**src/program.hex**
```
// one instruction word per line: op[15:12] rd[11:9] rs1[8:6] rs2[5:3] or imm[5:0]
// word 0 first, halt at word 15
5205
5403
1650
28C8
3B08
4D58
7C42
6E07
1FF8
640A
8402
5201
5202
823D
5041
9000

```
**src/cpu_pkg.sv**
```systemverilog
package cpu_pkg;

    // datapath, instruction and register address widths
    localparam int xlen       = 16;
    localparam int reg_addr_w = 3;

    // trace record widths
    localparam int seq_w   = 16;
    localparam int cycle_w = 32;

    // field positions inside a 16-bit instruction word
    localparam int op_w    = 4;
    localparam int op_lsb  = 12;
    localparam int rd_lsb  = 9;
    localparam int rs1_lsb = 6;
    localparam int rs2_lsb = 3;
    localparam int imm_w   = 6;

    // add, sub, and and or read rs1 and rs2 and write rd
    // addi and lw read rs1, write rd and use the signed imm
    // sw stores the rd-field register to rs1 + imm
    // beq compares the rd-field register with rs1
    // and jumps to pc + 1 + imm when they are equal
    typedef enum logic [op_w-1:0] {
        op_nop  = 4'h0,
        op_add  = 4'h1,
        op_sub  = 4'h2,
        op_and  = 4'h3,
        op_or   = 4'h4,
        op_addi = 4'h5,
        op_lw   = 4'h6,
        op_sw   = 4'h7,
        op_beq  = 4'h8,
        op_halt = 4'h9
    } opcode_t;

endpackage

```
**src/fetch_stage.sv**
```systemverilog
`timescale 1ns/1ps

module fetch_stage #(
    parameter int imem_words = 64,
    parameter int pc_w       = 6
) (
    input  logic                     clk,
    input  logic                     rst,
    input  logic                     stall,
    input  logic                     branch_taken,
    input  logic [pc_w-1:0]          branch_target,
    output logic                     if_valid,
    output logic [pc_w-1:0]          if_pc,
    output logic [cpu_pkg::xlen-1:0] if_instr,
    output logic                     fetch_fire
);
    import cpu_pkg::*;

    logic [xlen-1:0] rom [imem_words];
    logic [pc_w-1:0] pc;
    logic            halt_seen;
    logic [xlen-1:0] fetch_word;
    logic            fetch_is_halt;

    initial begin
        $readmemh("/design/src/program.hex", rom);
    end

    assign fetch_word    = rom[pc];
    assign fetch_is_halt = fetch_word[op_lsb +: op_w] == op_halt;
    // stop issuing once a halt has entered IF/ID
    assign fetch_fire    = !halt_seen && !stall;

    always_ff @(posedge clk) begin
        if (rst) begin
            pc        <= '0;
            halt_seen <= 1'b0;
            if_valid  <= 1'b0;
        end else if (branch_taken) begin
            // any halt fetched here is younger than the branch
            pc        <= branch_target;
            halt_seen <= 1'b0;
            if_valid  <= 1'b0;
        end else if (!stall) begin
            if_valid <= fetch_fire;
            if (fetch_fire) begin
                pc        <= pc + 1'b1;
                halt_seen <= fetch_is_halt;
            end
        end
    end

    // IF/ID payload holds while decode stalls
    always_ff @(posedge clk) begin
        if (!stall) begin
            if_pc    <= pc;
            if_instr <= fetch_word;
        end
    end

endmodule

```
**src/decode_stage.sv**
```systemverilog
`timescale 1ns/1ps

module decode_stage #(
    parameter int pc_w = 6
) (
    input  logic                           clk,
    input  logic                           rst,
    input  logic                           if_valid,
    input  logic [pc_w-1:0]                if_pc,
    input  logic [cpu_pkg::xlen-1:0]       if_instr,
    input  logic                           branch_taken,
    input  logic                           wb_we,
    input  logic [cpu_pkg::reg_addr_w-1:0] wb_rd,
    input  logic [cpu_pkg::xlen-1:0]       wb_data,
    input  logic                           ex_valid_in,
    input  cpu_pkg::opcode_t               ex_op_in,
    input  logic [cpu_pkg::reg_addr_w-1:0] ex_rd_in,
    output logic                           stall,
    output logic                           id_valid,
    output cpu_pkg::opcode_t               id_op,
    output logic [cpu_pkg::reg_addr_w-1:0] id_rd,
    output logic [cpu_pkg::reg_addr_w-1:0] id_rs1,
    output logic [cpu_pkg::reg_addr_w-1:0] id_rs2,
    output logic [cpu_pkg::xlen-1:0]       id_rs1_data,
    output logic [cpu_pkg::xlen-1:0]       id_rs2_data,
    output logic [cpu_pkg::xlen-1:0]       id_imm,
    output logic [pc_w-1:0]                id_pc
);
    import cpu_pkg::*;

    logic [xlen-1:0]       regs [1 << reg_addr_w];
    opcode_t               op;
    logic [reg_addr_w-1:0] rd;
    logic [reg_addr_w-1:0] rs1;
    logic [reg_addr_w-1:0] rs2;
    logic [xlen-1:0]       imm;
    logic                  uses_rs1;
    logic                  uses_rs2;
    logic                  writes_rd;
    logic [xlen-1:0]       rs1_val;
    logic [xlen-1:0]       rs2_val;
    logic                  load_in_ex;

    ////////////////////////////////////////////////////////////
    // instruction decode
    ////////////////////////////////////////////////////////////

    assign op  = opcode_t'(if_instr[op_lsb +: op_w]);
    assign rs1 = if_instr[rs1_lsb +: reg_addr_w];
    assign imm = {{(xlen - imm_w){if_instr[imm_w-1]}}, if_instr[imm_w-1:0]};

    always_comb begin
        uses_rs1  = 1'b0;
        uses_rs2  = 1'b0;
        writes_rd = 1'b0;
        rs2       = if_instr[rs2_lsb +: reg_addr_w];
        case (op)
            op_add, op_sub, op_and, op_or: begin
                uses_rs1  = 1'b1;
                uses_rs2  = 1'b1;
                writes_rd = 1'b1;
            end
            op_addi, op_lw: begin
                uses_rs1  = 1'b1;
                writes_rd = 1'b1;
            end
            op_sw, op_beq: begin
                // second source comes from the rd field
                uses_rs1 = 1'b1;
                uses_rs2 = 1'b1;
                rs2      = if_instr[rd_lsb +: reg_addr_w];
            end
            default: ;
        endcase
        // non-writers carry rd 0 so forwarding ignores them
        rd = writes_rd ? if_instr[rd_lsb +: reg_addr_w] : '0;
    end

    ////////////////////////////////////////////////////////////
    // register file
    ////////////////////////////////////////////////////////////

    always_ff @(posedge clk) begin
        if (rst) begin
            for (int i = 0; i < (1 << reg_addr_w); i++) begin
                regs[i] <= '0;
            end
        end else if (wb_we && wb_rd != '0) begin
            regs[wb_rd] <= wb_data;
        end
    end

    // write-back bypass gives write-before-read in one cycle
    assign rs1_val = (rs1 == '0) ? '0 :
                     (wb_we && wb_rd == rs1) ? wb_data : regs[rs1];
    assign rs2_val = (rs2 == '0) ? '0 :
                     (wb_we && wb_rd == rs2) ? wb_data : regs[rs2];

    ////////////////////////////////////////////////////////////
    // load-use hazard and ID/EX register
    ////////////////////////////////////////////////////////////

    assign load_in_ex = ex_valid_in && ex_op_in == op_lw && ex_rd_in != '0;
    assign stall      = if_valid && load_in_ex &&
                        ((uses_rs1 && rs1 == ex_rd_in) || (uses_rs2 && rs2 == ex_rd_in));

    always_ff @(posedge clk) begin
        if (rst) begin
            id_valid <= 1'b0;
        end else if (branch_taken || stall) begin
            // bubble
            id_valid <= 1'b0;
        end else begin
            id_valid <= if_valid;
        end
    end

    always_ff @(posedge clk) begin
        id_op       <= op;
        id_rd       <= rd;
        id_rs1      <= rs1;
        id_rs2      <= rs2;
        id_rs1_data <= rs1_val;
        id_rs2_data <= rs2_val;
        id_imm      <= imm;
        id_pc       <= if_pc;
    end

endmodule

```
**src/execute_stage.sv**
```systemverilog
`timescale 1ns/1ps

module execute_stage #(
    parameter int pc_w = 6
) (
    input  logic                           clk,
    input  logic                           rst,
    input  logic                           id_valid,
    input  cpu_pkg::opcode_t               id_op,
    input  logic [cpu_pkg::reg_addr_w-1:0] id_rd,
    input  logic [cpu_pkg::reg_addr_w-1:0] id_rs1,
    input  logic [cpu_pkg::reg_addr_w-1:0] id_rs2,
    input  logic [cpu_pkg::xlen-1:0]       id_rs1_data,
    input  logic [cpu_pkg::xlen-1:0]       id_rs2_data,
    input  logic [cpu_pkg::xlen-1:0]       id_imm,
    input  logic [pc_w-1:0]                id_pc,
    input  logic                           mem_fwd_valid,
    input  logic [cpu_pkg::reg_addr_w-1:0] mem_fwd_rd,
    input  logic [cpu_pkg::xlen-1:0]       mem_fwd_data,
    input  logic                           wb_fwd_valid,
    input  logic [cpu_pkg::reg_addr_w-1:0] wb_fwd_rd,
    input  logic [cpu_pkg::xlen-1:0]       wb_fwd_data,
    output logic                           branch_taken,
    output logic [pc_w-1:0]                branch_target,
    output logic                           ex_valid,
    output cpu_pkg::opcode_t               ex_op,
    output logic [cpu_pkg::reg_addr_w-1:0] ex_rd,
    output logic [cpu_pkg::xlen-1:0]       ex_result,
    output logic [cpu_pkg::xlen-1:0]       ex_store_data,
    output logic [pc_w-1:0]                ex_pc
);
    import cpu_pkg::*;

    logic [xlen-1:0] op_a;
    logic [xlen-1:0] op_b;
    logic [xlen-1:0] alu_out;

    // youngest producer wins, r0 is never forwarded
    function automatic logic [xlen-1:0] forward(input logic [reg_addr_w-1:0] ra,
                                                input logic [xlen-1:0]       rf_val);
        if (ra == '0) begin
            return rf_val;
        end
        if (mem_fwd_valid && mem_fwd_rd == ra) begin
            return mem_fwd_data;
        end
        if (wb_fwd_valid && wb_fwd_rd == ra) begin
            return wb_fwd_data;
        end
        return rf_val;
    endfunction

    always_comb begin
        op_a = forward(id_rs1, id_rs1_data);
        op_b = forward(id_rs2, id_rs2_data);
        case (id_op)
            op_add:                alu_out = op_a + op_b;
            op_sub:                alu_out = op_a - op_b;
            op_and:                alu_out = op_a & op_b;
            op_or:                 alu_out = op_a | op_b;
            op_addi, op_lw, op_sw: alu_out = op_a + id_imm;
            default:               alu_out = '0;
        endcase
    end

    ////////////////////////////////////////////////////////////
    // branch resolution
    ////////////////////////////////////////////////////////////

    assign branch_taken  = id_valid && id_op == op_beq && op_a == op_b;
    assign branch_target = id_pc + 1'b1 + id_imm[pc_w-1:0];

    // EX/MEM register
    always_ff @(posedge clk) begin
        if (rst) begin
            ex_valid <= 1'b0;
        end else begin
            ex_valid <= id_valid;
        end
    end

    always_ff @(posedge clk) begin
        ex_op         <= id_op;
        ex_rd         <= id_rd;
        ex_result     <= alu_out;
        ex_store_data <= op_b;
        ex_pc         <= id_pc;
    end

endmodule

```
**src/mem_wb_stage.sv**
```systemverilog
`timescale 1ns/1ps

module mem_wb_stage #(
    parameter int pc_w       = 6,
    parameter int dmem_words = 64
) (
    input  logic                           clk,
    input  logic                           rst,
    input  logic                           ex_valid,
    input  cpu_pkg::opcode_t               ex_op,
    input  logic [cpu_pkg::reg_addr_w-1:0] ex_rd,
    input  logic [cpu_pkg::xlen-1:0]       ex_result,
    input  logic [cpu_pkg::xlen-1:0]       ex_store_data,
    input  logic [pc_w-1:0]                ex_pc,
    output logic                           wb_valid,
    output cpu_pkg::opcode_t               wb_op,
    output logic [cpu_pkg::reg_addr_w-1:0] wb_rd,
    output logic [cpu_pkg::xlen-1:0]       wb_data,
    output logic [pc_w-1:0]                wb_pc,
    output logic                           wb_we
);
    import cpu_pkg::*;

    localparam int dmem_aw = (dmem_words > 1) ? $clog2(dmem_words) : 1;

    logic [xlen-1:0]    ram [dmem_words];
    logic [dmem_aw-1:0] addr;
    logic [xlen-1:0]    load_data;

    initial begin
        for (int i = 0; i < dmem_words; i++) begin
            ram[i] = '0;
        end
    end

    // word address wraps at the RAM size
    assign addr      = dmem_aw'(ex_result % dmem_words);
    assign load_data = ram[addr];

    always @(posedge clk) begin
        if (ex_valid && ex_op == op_sw) begin
            ram[addr] <= ex_store_data;
        end
    end

    // MEM/WB register
    always_ff @(posedge clk) begin
        if (rst) begin
            wb_valid <= 1'b0;
        end else begin
            wb_valid <= ex_valid;
        end
    end

    always_ff @(posedge clk) begin
        wb_op   <= ex_op;
        wb_rd   <= ex_rd;
        wb_pc   <= ex_pc;
        wb_data <= (ex_op == op_lw) ? load_data : ex_result;
    end

    always_comb begin
        case (wb_op)
            op_add, op_sub, op_and, op_or, op_addi, op_lw: wb_we = wb_valid && wb_rd != '0;
            default:                                       wb_we = 1'b0;
        endcase
    end

endmodule

```
**src/pipeline_trace.sv**
```systemverilog
`timescale 1ns/1ps

module pipeline_trace (
    input  logic                        clk,
    input  logic                        rst,
    input  logic                        fetch_fire,
    input  logic                        stall,
    input  logic                        branch_taken,
    input  logic                        wb_valid,
    output logic                        retire_valid,
    output logic [cpu_pkg::seq_w-1:0]   retire_seq,
    output logic [cpu_pkg::cycle_w-1:0] retire_fetch_cycle,
    output logic [cpu_pkg::cycle_w-1:0] retire_cycle
);
    import cpu_pkg::*;

    localparam int tag_w = seq_w + cycle_w;

    logic [cycle_w-1:0] cycle;
    logic [seq_w-1:0]   next_seq;
    // each tag is {sequence number, fetch cycle}
    logic [tag_w-1:0]   tag_if;
    logic [tag_w-1:0]   tag_id;
    logic [tag_w-1:0]   tag_ex;
    logic [tag_w-1:0]   tag_mem;
    logic [tag_w-1:0]   tag_wb;
    logic               v_id;
    logic               v_ex;
    logic               v_mem;
    logic               v_wb;

    // every fetch takes a number, squashed ones included
    always_ff @(posedge clk) begin
        if (rst) begin
            cycle    <= '0;
            next_seq <= '0;
        end else begin
            cycle <= cycle + 1'b1;
            if (fetch_fire) begin
                next_seq <= next_seq + 1'b1;
            end
        end
    end

    assign tag_if = {next_seq, cycle};

    ////////////////////////////////////////////////////////////
    // shadow pipeline, same stall and flush rules as the datapath
    ////////////////////////////////////////////////////////////

    always_ff @(posedge clk) begin
        if (rst) begin
            v_id  <= 1'b0;
            v_ex  <= 1'b0;
            v_mem <= 1'b0;
            v_wb  <= 1'b0;
        end else begin
            if (branch_taken) begin
                v_id <= 1'b0;
            end else if (!stall) begin
                v_id <= fetch_fire;
            end
            v_ex  <= v_id && !branch_taken && !stall;
            v_mem <= v_ex;
            v_wb  <= v_mem;
        end
    end

    always_ff @(posedge clk) begin
        if (!stall) begin
            tag_id <= tag_if;
        end
        tag_ex  <= tag_id;
        tag_mem <= tag_ex;
        tag_wb  <= tag_mem;
    end

    assign retire_valid                     = wb_valid && v_wb;
    assign {retire_seq, retire_fetch_cycle} = tag_wb;
    assign retire_cycle                     = cycle;

endmodule

```
**src/cpu_top.sv**
```systemverilog
`timescale 1ns/1ps

module cpu_top #(
    parameter int  imem_words = 64,
    parameter int  dmem_words = 64,
    localparam int pc_w       = $clog2(imem_words)
) (
    input  logic                           clk,
    input  logic                           rst,
    output logic                           retire_valid,
    output logic [cpu_pkg::seq_w-1:0]      retire_seq,
    output logic [pc_w-1:0]                retire_pc,
    output logic [cpu_pkg::cycle_w-1:0]    retire_fetch_cycle,
    output logic [cpu_pkg::cycle_w-1:0]    retire_cycle,
    output logic                           retire_we,
    output logic [cpu_pkg::reg_addr_w-1:0] retire_rd,
    output logic [cpu_pkg::xlen-1:0]       retire_data,
    output logic                           halted
);
    import cpu_pkg::*;

    // fetch and redirect
    logic                  if_valid;
    logic [pc_w-1:0]       if_pc;
    logic [xlen-1:0]       if_instr;
    logic                  fetch_fire;
    logic                  stall;
    logic                  branch_taken;
    logic [pc_w-1:0]       branch_target;
    // ID/EX
    logic                  id_valid;
    opcode_t               id_op;
    logic [reg_addr_w-1:0] id_rd;
    logic [reg_addr_w-1:0] id_rs1;
    logic [reg_addr_w-1:0] id_rs2;
    logic [xlen-1:0]       id_rs1_data;
    logic [xlen-1:0]       id_rs2_data;
    logic [xlen-1:0]       id_imm;
    logic [pc_w-1:0]       id_pc;
    // EX/MEM
    logic                  ex_valid;
    opcode_t               ex_op;
    logic [reg_addr_w-1:0] ex_rd;
    logic [xlen-1:0]       ex_result;
    logic [xlen-1:0]       ex_store_data;
    logic [pc_w-1:0]       ex_pc;
    // MEM/WB
    logic                  wb_valid;
    opcode_t               wb_op;
    logic [reg_addr_w-1:0] wb_rd;
    logic [xlen-1:0]       wb_data;
    logic [pc_w-1:0]       wb_pc;
    logic                  wb_we;
    logic                  halt_retire;
    logic                  halt_q;

    fetch_stage #(.imem_words(imem_words), .pc_w(pc_w)) fetch_i (.*);

    decode_stage #(.pc_w(pc_w)) decode_i (
        .ex_valid_in (id_valid),
        .ex_op_in    (id_op),
        .ex_rd_in    (id_rd),
        .*
    );

    execute_stage #(.pc_w(pc_w)) execute_i (
        .mem_fwd_valid (ex_valid),
        .mem_fwd_rd    (ex_rd),
        .mem_fwd_data  (ex_result),
        .wb_fwd_valid  (wb_we),
        .wb_fwd_rd     (wb_rd),
        .wb_fwd_data   (wb_data),
        .*
    );

    mem_wb_stage #(.pc_w(pc_w), .dmem_words(dmem_words)) mem_wb_i (.*);

    pipeline_trace trace_i (.*);

    assign retire_pc   = wb_pc;
    assign retire_we   = wb_we;
    assign retire_rd   = wb_rd;
    assign retire_data = wb_data;

    // halted is already high in the cycle the halt retires
    assign halt_retire = wb_valid && wb_op == op_halt;
    assign halted      = halt_q || halt_retire;

    always_ff @(posedge clk) begin
        if (rst) begin
            halt_q <= 1'b0;
        end else if (halt_retire) begin
            halt_q <= 1'b1;
        end
    end

endmodule

```
**config.mk**
```make
export PLATFORM = sky130hd
export DESIGN_NAME = cpu_top
export DESIGN_NICKNAME = d
export VERILOG_FILES = /design/src/cpu_pkg.sv /design/src/fetch_stage.sv /design/src/decode_stage.sv /design/src/execute_stage.sv /design/src/mem_wb_stage.sv /design/src/pipeline_trace.sv /design/src/cpu_top.sv
export SDC_FILE = /design/constraint.sdc
export NUM_CORES = 1
export LEC_CHECK = 0
export ABC_AREA = 1
export BUFFER_PORTS_ARGS = -buffer_cell sky130_fd_sc_hd__clkbuf_2
export CORE_MARGIN = 2
export CORE_UTILIZATION = 58
export DETAILED_ROUTE_END_ITERATION = 16
export PLACE_DENSITY = 0.82
export SYNTH_ARGS = -nofsm -noshare
export SYNTH_HDL_FRONTEND = slang
export SYNTH_SLANG_ARGS = --single-unit
```
**constraint.sdc**
```tcl
create_clock -name clk -period 3.05 [get_ports clk]
set_input_delay 0.61 -clock clk [delete_from_list [all_inputs] [get_ports clk]]
set_output_delay 0.61 -clock clk [all_outputs]
set_load 0.005 [all_outputs]
```
== After elaboration in Yosys (flattened, before gate mapping) ==
Memories as Yosys holds them, arrays and structs flattened. A register that Yosys moved wholly into a read port is not among the register bits.
Index checks and enable logic that the tools add are counted.
Word-level totals
  bits in registers: 408
  RAM bits: 1152
  input port bits: 2
  output and inout bits: 108
  word-level logic and storage cells: 177
  memories kept: 2
Operators by class
  $add $sub $neg: 8
  equal/unequal tests: 36
  multiplexer cells: 47
  bitwise operators: 3
  reductions and logical operators: 46
Memory list
  mem_wb_i.ram: words 64, bits a word 16, read ports 1, clocked after Yosys merged registers in 1, wr ports 1, line mem_wb_stage.sv:26  | logic [xlen-1:0] ram [dmem_words];
  decode_i.regs: words 8, bits a word 16, read ports 2, clocked after Yosys merged registers in 1, wr ports 8, line decode_stage.sv:31  | logic [xlen-1:0] regs [1 << reg_addr_w];
Operators with widths (number)
  $mux 16: 16
  $pmux 16 s5: 1
  $eq 4x3->1 const B: 13
  $add 16x16->16: 2
  $add 32x1->32 const B: 1
  $eq 3x3->1: 8
  $eq 4x2->1 const B: 6
  $mux 1: 24
  $logic_and 1x1->1: 22
  $mux 6: 3
  $reduce_or 6->1: 3
  $add 16x1->16 const B: 1
  $and 16x16->16: 1
  $eq 16x16->1: 1
  $or 16x16->16: 1
  $reduce_or 16->1: 1
  $sub 16x16->16: 1
  $add 6x1->6 const B: 2
  $eq 4x1->1 const B: 3
  $eq 4x4->1 const B: 3
  $logic_not 3->1: 4
  $mux 3: 3
  $reduce_or 8->1: 1
  $add 6x6->6: 1
  10 further kinds: 18

== Depth between registers and ports, before layout ==
  depth in word-level cells: 15
  gate-level depth with buffers: 8
  depth with buffers taken out: 8

== By module ==
From an unflattened synthesis, not the netlist that was laid out.
Second synthesis, totals
  cell total of the unflattened synthesis: 6916
  area, all modules: 66052.1 µm²
Modules (own cells, without submodules)
  mem_wb_stage: times used 1, cells an instance 4327, area each 44071.0 µm², sequential area each 31350.1 µm²
  decode_stage: times used 1, cells an instance 1113, area each 9172.5 µm², sequential area each 5004.8 µm²
  pipeline_trace: times used 1, cells an instance 586, area each 6909.1 µm², sequential area each 5365.1 µm²
  execute_stage: times used 1, cells an instance 796, area each 5098.6 µm², sequential area each 920.9 µm²
  fetch_stage: times used 1, cells an instance 84, area each 733.2 µm², sequential area each 320.3 µm²
  cpu_top: times used 1, cells an instance 10, area each 67.6 µm², sequential area each 20.0 µm²

== Least setup slack after synthesis ==
OpenSTA, ideal clock, no wires.
  path type: reg-to-reg
  from: reg trace_i.cycle[0], in the netlist trace_i.retire_cycle[0]
  to: reg trace_i.cycle[12], in the netlist trace_i.retire_cycle[12]
  setup time: 0.115 ns
  arrival time: 1.259 ns
  required time: 2.935 ns
  setup slack: 1.676 ns
  stages on the path, launching flop included: 8
  path buffers: 0
  clock period less this slack: 1.374 ns
  cells stage by stage: dfxtp_1 ha_1 nand2_1 nor2_4 nand2_4 nor2_2 or2_2 and2_1
Between the ends
  longest elaborated chain between the ends: 1
RTL lines
  from (decl): line pipeline_trace.sv:19  | logic [cycle_w-1:0] cycle;
  from (signal assigned): line pipeline_trace.sv:38  | cycle <= cycle + 1'b1;
  $add 32x1->32: line pipeline_trace.sv:38
No other way between the ends.
A chain may end at the register's enable or synchronous reset.

== Worst setup path after layout ==
  from: reg trace_i.cycle[18], in the netlist trace_i.retire_cycle[18]
  to: out retire_cycle[18] in the netlist's numbering
RTL lines
  to (decl): line cpu_top.sv:14  | output logic [cpu_pkg::cycle_w-1:0] retire_cycle,
No word-level cell between the ends.

==> results.md <==
- Run status: finished clean
- Fmax: ~570 MHz
- DR top layer: met4
- Met2 wire len: between 6000 and 7000 um
- DP Area: 7730 sq um
- Vias per std cell: roughly 4.6
- Global-route wire length before repair: between 15,000 and 20,000 um
- Met3 WL: approximately 750 um
- Netlist Area Pre-Place: approximately 7200 sq um
- FP Rows: 40
- Vias in the first global route: ~4.2k
- Int Pwr: roughly 0.0055 W
- Root buffer cell: clkbuf_16
- Worst-Skew Late Latency: approximately 0.50 ns
- Worst min path class: flop to flop
- Initial antenna violation count: 0
- GRT Resource Usage Total: 18.1%
- Final Critical Period: between 1.5 and 2 ns
- Slowest stage cell, crit path: dfxtp_1
- Die width: 115 um
- Metal-1 WL: 4870 um
- CTS tree: built
- H-tree depth: 1
- Count of final setup violators: 0
- HPWL Detailed: approximately 7800 um
- IO Port Bufs: 88
- Cells after synthesis: 630
- Initial core utilization: 59.5%
- Sequential Power Share: 53.9%
- Clk sinks: 274
- Crit end category: output pin
- NetSw: approximately 0.0013 W
- ANT cells: 0
- Worst path depth: 1
- Hold Crit Depth: 0
- Crit path max fanout: 7
- Lkg Pwr: 3.65 nW
- Max cap viols: 0
- DP Worst Slack: ~1.2 ns
- Layout net count: 744
- Worst-path cell chain: clkbuf_2
- Worst slew margin: between 40 and 50%
- Clk slew on worst S/H paths: 0.06 ns
- Power consumption: roughly 0.0068 W
- Fill cells: about 830
- Critical path data arrival time: 1.14 ns
- Avg WL per Cell: roughly 13 um
- Crit-path leading delay family: flip-flops
- Pin count of the biggest net entering global routing: 26
- Residual DRC count: 0
- Clock share of power: ~45%
- Fin. Hold Viols: 0
- Crit Path Category: flop to output pin
- Post-DRT Antenna Nets: 0
- CP Launch Type: flop
- Cell area after layout: 8570 sq um
- Via count: ~4.3k
- Power share of the combinational group: under 10%
- Die Y: roughly 120 um
- Final WL: between 10,000 and 15,000 um
- Sw frac: around a fifth
- FF-to-FF setup slack: 1.49 ns
- CP required: around 2.4 ns
- Drt initial violations: 256
- Footprint of the multi-input gates: about 1400 sq um
- Layout area overhead: 19.4%
- Sequential share of the synthesized area: about three quarters
- Clock Skew: 0.00711 ns
- Core area: 12,100 sq um
- Synth Area per Inst: approximately 11 sq um
- Layout cells sized above 1: about a fifth
- Origin of the critical flop-to-flop path: trace_i.retire_cycle[0]$_SDFF_PP0_
- Crit path largest cell delay: ~0.47 ns
- Maximum vdd drop: slightly above 600 uV
- Period utilisation layout: a little under three fifths
- Die area: ~13,000 sq um
- Final setup margin: roughly 1.3 ns
- Initial DRT Pass Iterations: 5
- RSZ-0062 raised after global routing: false
- Final Max Slew Viols: 0
- Reg area: ~5500 sq um
- Worst reg-to-reg path cell count: 8
- Setup bufs post-CTS: 0
- Setup crit start: trace_i.retire_cycle[18]$_SDFF_PP0_
- Setup TNS Final: 0 ns
- CP bufs+invs: 1
- GPL Wtd Cong: 0.844
- Resize count post-CTS: 0
- TritonCTS Buffers: 24
- I/O Pins: between 100 and 150
- YS warnings: 0
- Yosys reg bits: around 270
- CTS Buffer Depth: 3
- Hold wc startpoint: execute_i.ex_pc[5]$_DFF_P_
- CTS Hold Bufs: 0
- Slew @ Worst Pin: 0.858 ns
- Synth cell types: 27
- PD cells: 791 nW/um^2
- Grt ovf: 0
## kinds of logic (layout without fill, tap and decap cells)
logic type / count (synthesis) / after routing / share of synthesized area [%]
AO/OA/AOI/OAI: 38 / 38 / 2.72
XOR/XNOR: 5 / 5 / 0.610
adder cells (fa/ha/maj): 3 / 3 / 0.523
buffers and inverters: 69 / 176 / 4.74
flip-flops: 274 / 274 / 76.4
other: 1 / 21 / 0.0523
AND/OR/NAND/NOR: 240 / 240 / 14.9
## final timing paths
| path | to |
|---|---|
| worst max-delay path | retire_cycle[18] |
| worst min-delay path | mem_wb_i.wb_pc[5]$_DFF_P_ |
| worst max register to register | trace_i.retire_cycle[30]$_SDFF_PP0_ |
| worst min register to register | mem_wb_i.wb_pc[5]$_DFF_P_ |
## cell usage in the layout, fill, tap and decap left out
cell type	n
inv_6	1
or2_2	1
nor2_2	3
inv_1	42
buf_4	2
nor3_4	1
a21oi_1	27
bufinv_16	2
and3_1	3
nand4_1	3
nand2_4	1
clkbuf_2	88
ha_1	3
clkbuf_16	25
clkinv_2	4
conb_1	21
nor3_1	11
clkinv_4	1
nand2_1	94
dfxtp_1	274
nor2_4	8
o21ai_0	9
nor3_2	1
xor2_1	5
clkbuf_1	4
nand3_1	22
o21a_1	2
clkbuf_8	7
and2_1	1
nand2_2	3
nor2_1	87
nand3_2	1
## flip-flops by register name, summed over array words and instances (netlist names)
| name | flops |
|---|---|
| trace_i.tag_ex | 48 |
| trace_i.tag_id | 48 |
| trace_i.tag_mem | 48 |
| trace_i.tag_wb | 48 |
| trace_i.retire_cycle | 32 |
| trace_i.next_seq | 16 |
| decode_i.id_pc | 6 |
| execute_i.ex_pc | 6 |
| fetch_i.if_pc | 6 |
| fetch_i.pc | 6 |
| mem_wb_i.wb_pc | 6 |
| execute_i.ex_valid | 1 |
| mem_wb_i.wb_valid | 1 |
| trace_i.v_ex | 1 |
| trace_i.v_id | 1 |
## metal layers
| layer | GRT usage (%) | vias up |
|---|---|---|
| met2 | 32.5 | 163 |
| met3 | 3.90 | 30 |
| met1 | 20.7 | 1962 |
| li1 | - | 2137 |
| met5 | 0 | - |
| met4 | 8.51 | 0 |
## final cells by class
| cell class | instances | share of cell area [%] |
|---|---|---|
| Multi-Input combinational cell | 307 | 16.6 |
| Inverter | 42 | 1.84 |
| Sequential cell | 274 | 64.0 |
| Tap cell | 168 | 2.45 |
| Timing Repair Buffer | 90 | 5.32 |
| Clock inverter | 8 | 1.14 |
| Clock buffer | 36 | 8.60 |
## Yosys cell counts
| cell | number | share of area, % |
|---|---|---|
| conb_1 | 1 | 0.052 |
| nor3_4 | 1 | 0.23 |
| nor3_2 | 1 | 0.14 |
| nand2_4 | 1 | 0.16 |
| nand3_1 | 22 | 1.5 |
| and3_1 | 3 | 0.26 |
| o21ai_0 | 9 | 0.63 |
| nor3_1 | 11 | 0.77 |
| buf_4 | 21 | 2.2 |
| nand2_1 | 94 | 4.9 |
| xor2_1 | 5 | 0.61 |
| ha_1 | 3 | 0.52 |
| o21a_1 | 2 | 0.21 |
| clkbuf_1 | 3 | 0.16 |
| buf_2 | 2 | 0.14 |
| buf_1 | 1 | 0.052 |
| nand2_2 | 3 | 0.26 |
| or2_2 | 1 | 0.087 |
| nand3_2 | 1 | 0.14 |
| and2_1 | 1 | 0.087 |
| nor2_4 | 8 | 1.3 |
| nand4_1 | 3 | 0.26 |
| nor2_1 | 87 | 4.6 |
| nor2_2 | 3 | 0.26 |
| inv_1 | 42 | 2.2 |
| dfxtp_1 | 274 | 76 |
| a21oi_1 | 27 | 1.9 |
## metrics by stage
step                      util (%)  cells  hold slack [ns]
after global routing          71.0    925            0.329
final                         71.0    925            0.325
after floorplan                  -    650            0.310
after global placement        64.1    881            0.309
after detailed placement      64.1    881            0.312
after CTS                     71.0    925            0.326
## power groups by stage
stage	Sequential [W]	Combinational (W)	Clock [W]
5_1_grt	0.00365	0.0000743	0.00327
3_5_place_dp	0.00373	0.0000645	0
3_3_place_gp	0.00373	0.0000612	0
2_1_floorplan	0.00373	0.0000588	0
6_report	0.00365	0.0000659	0.00306
4_1_cts	0.00365	0.0000661	0.00312
No activity file was read; power rests on OpenSTA's default activity.
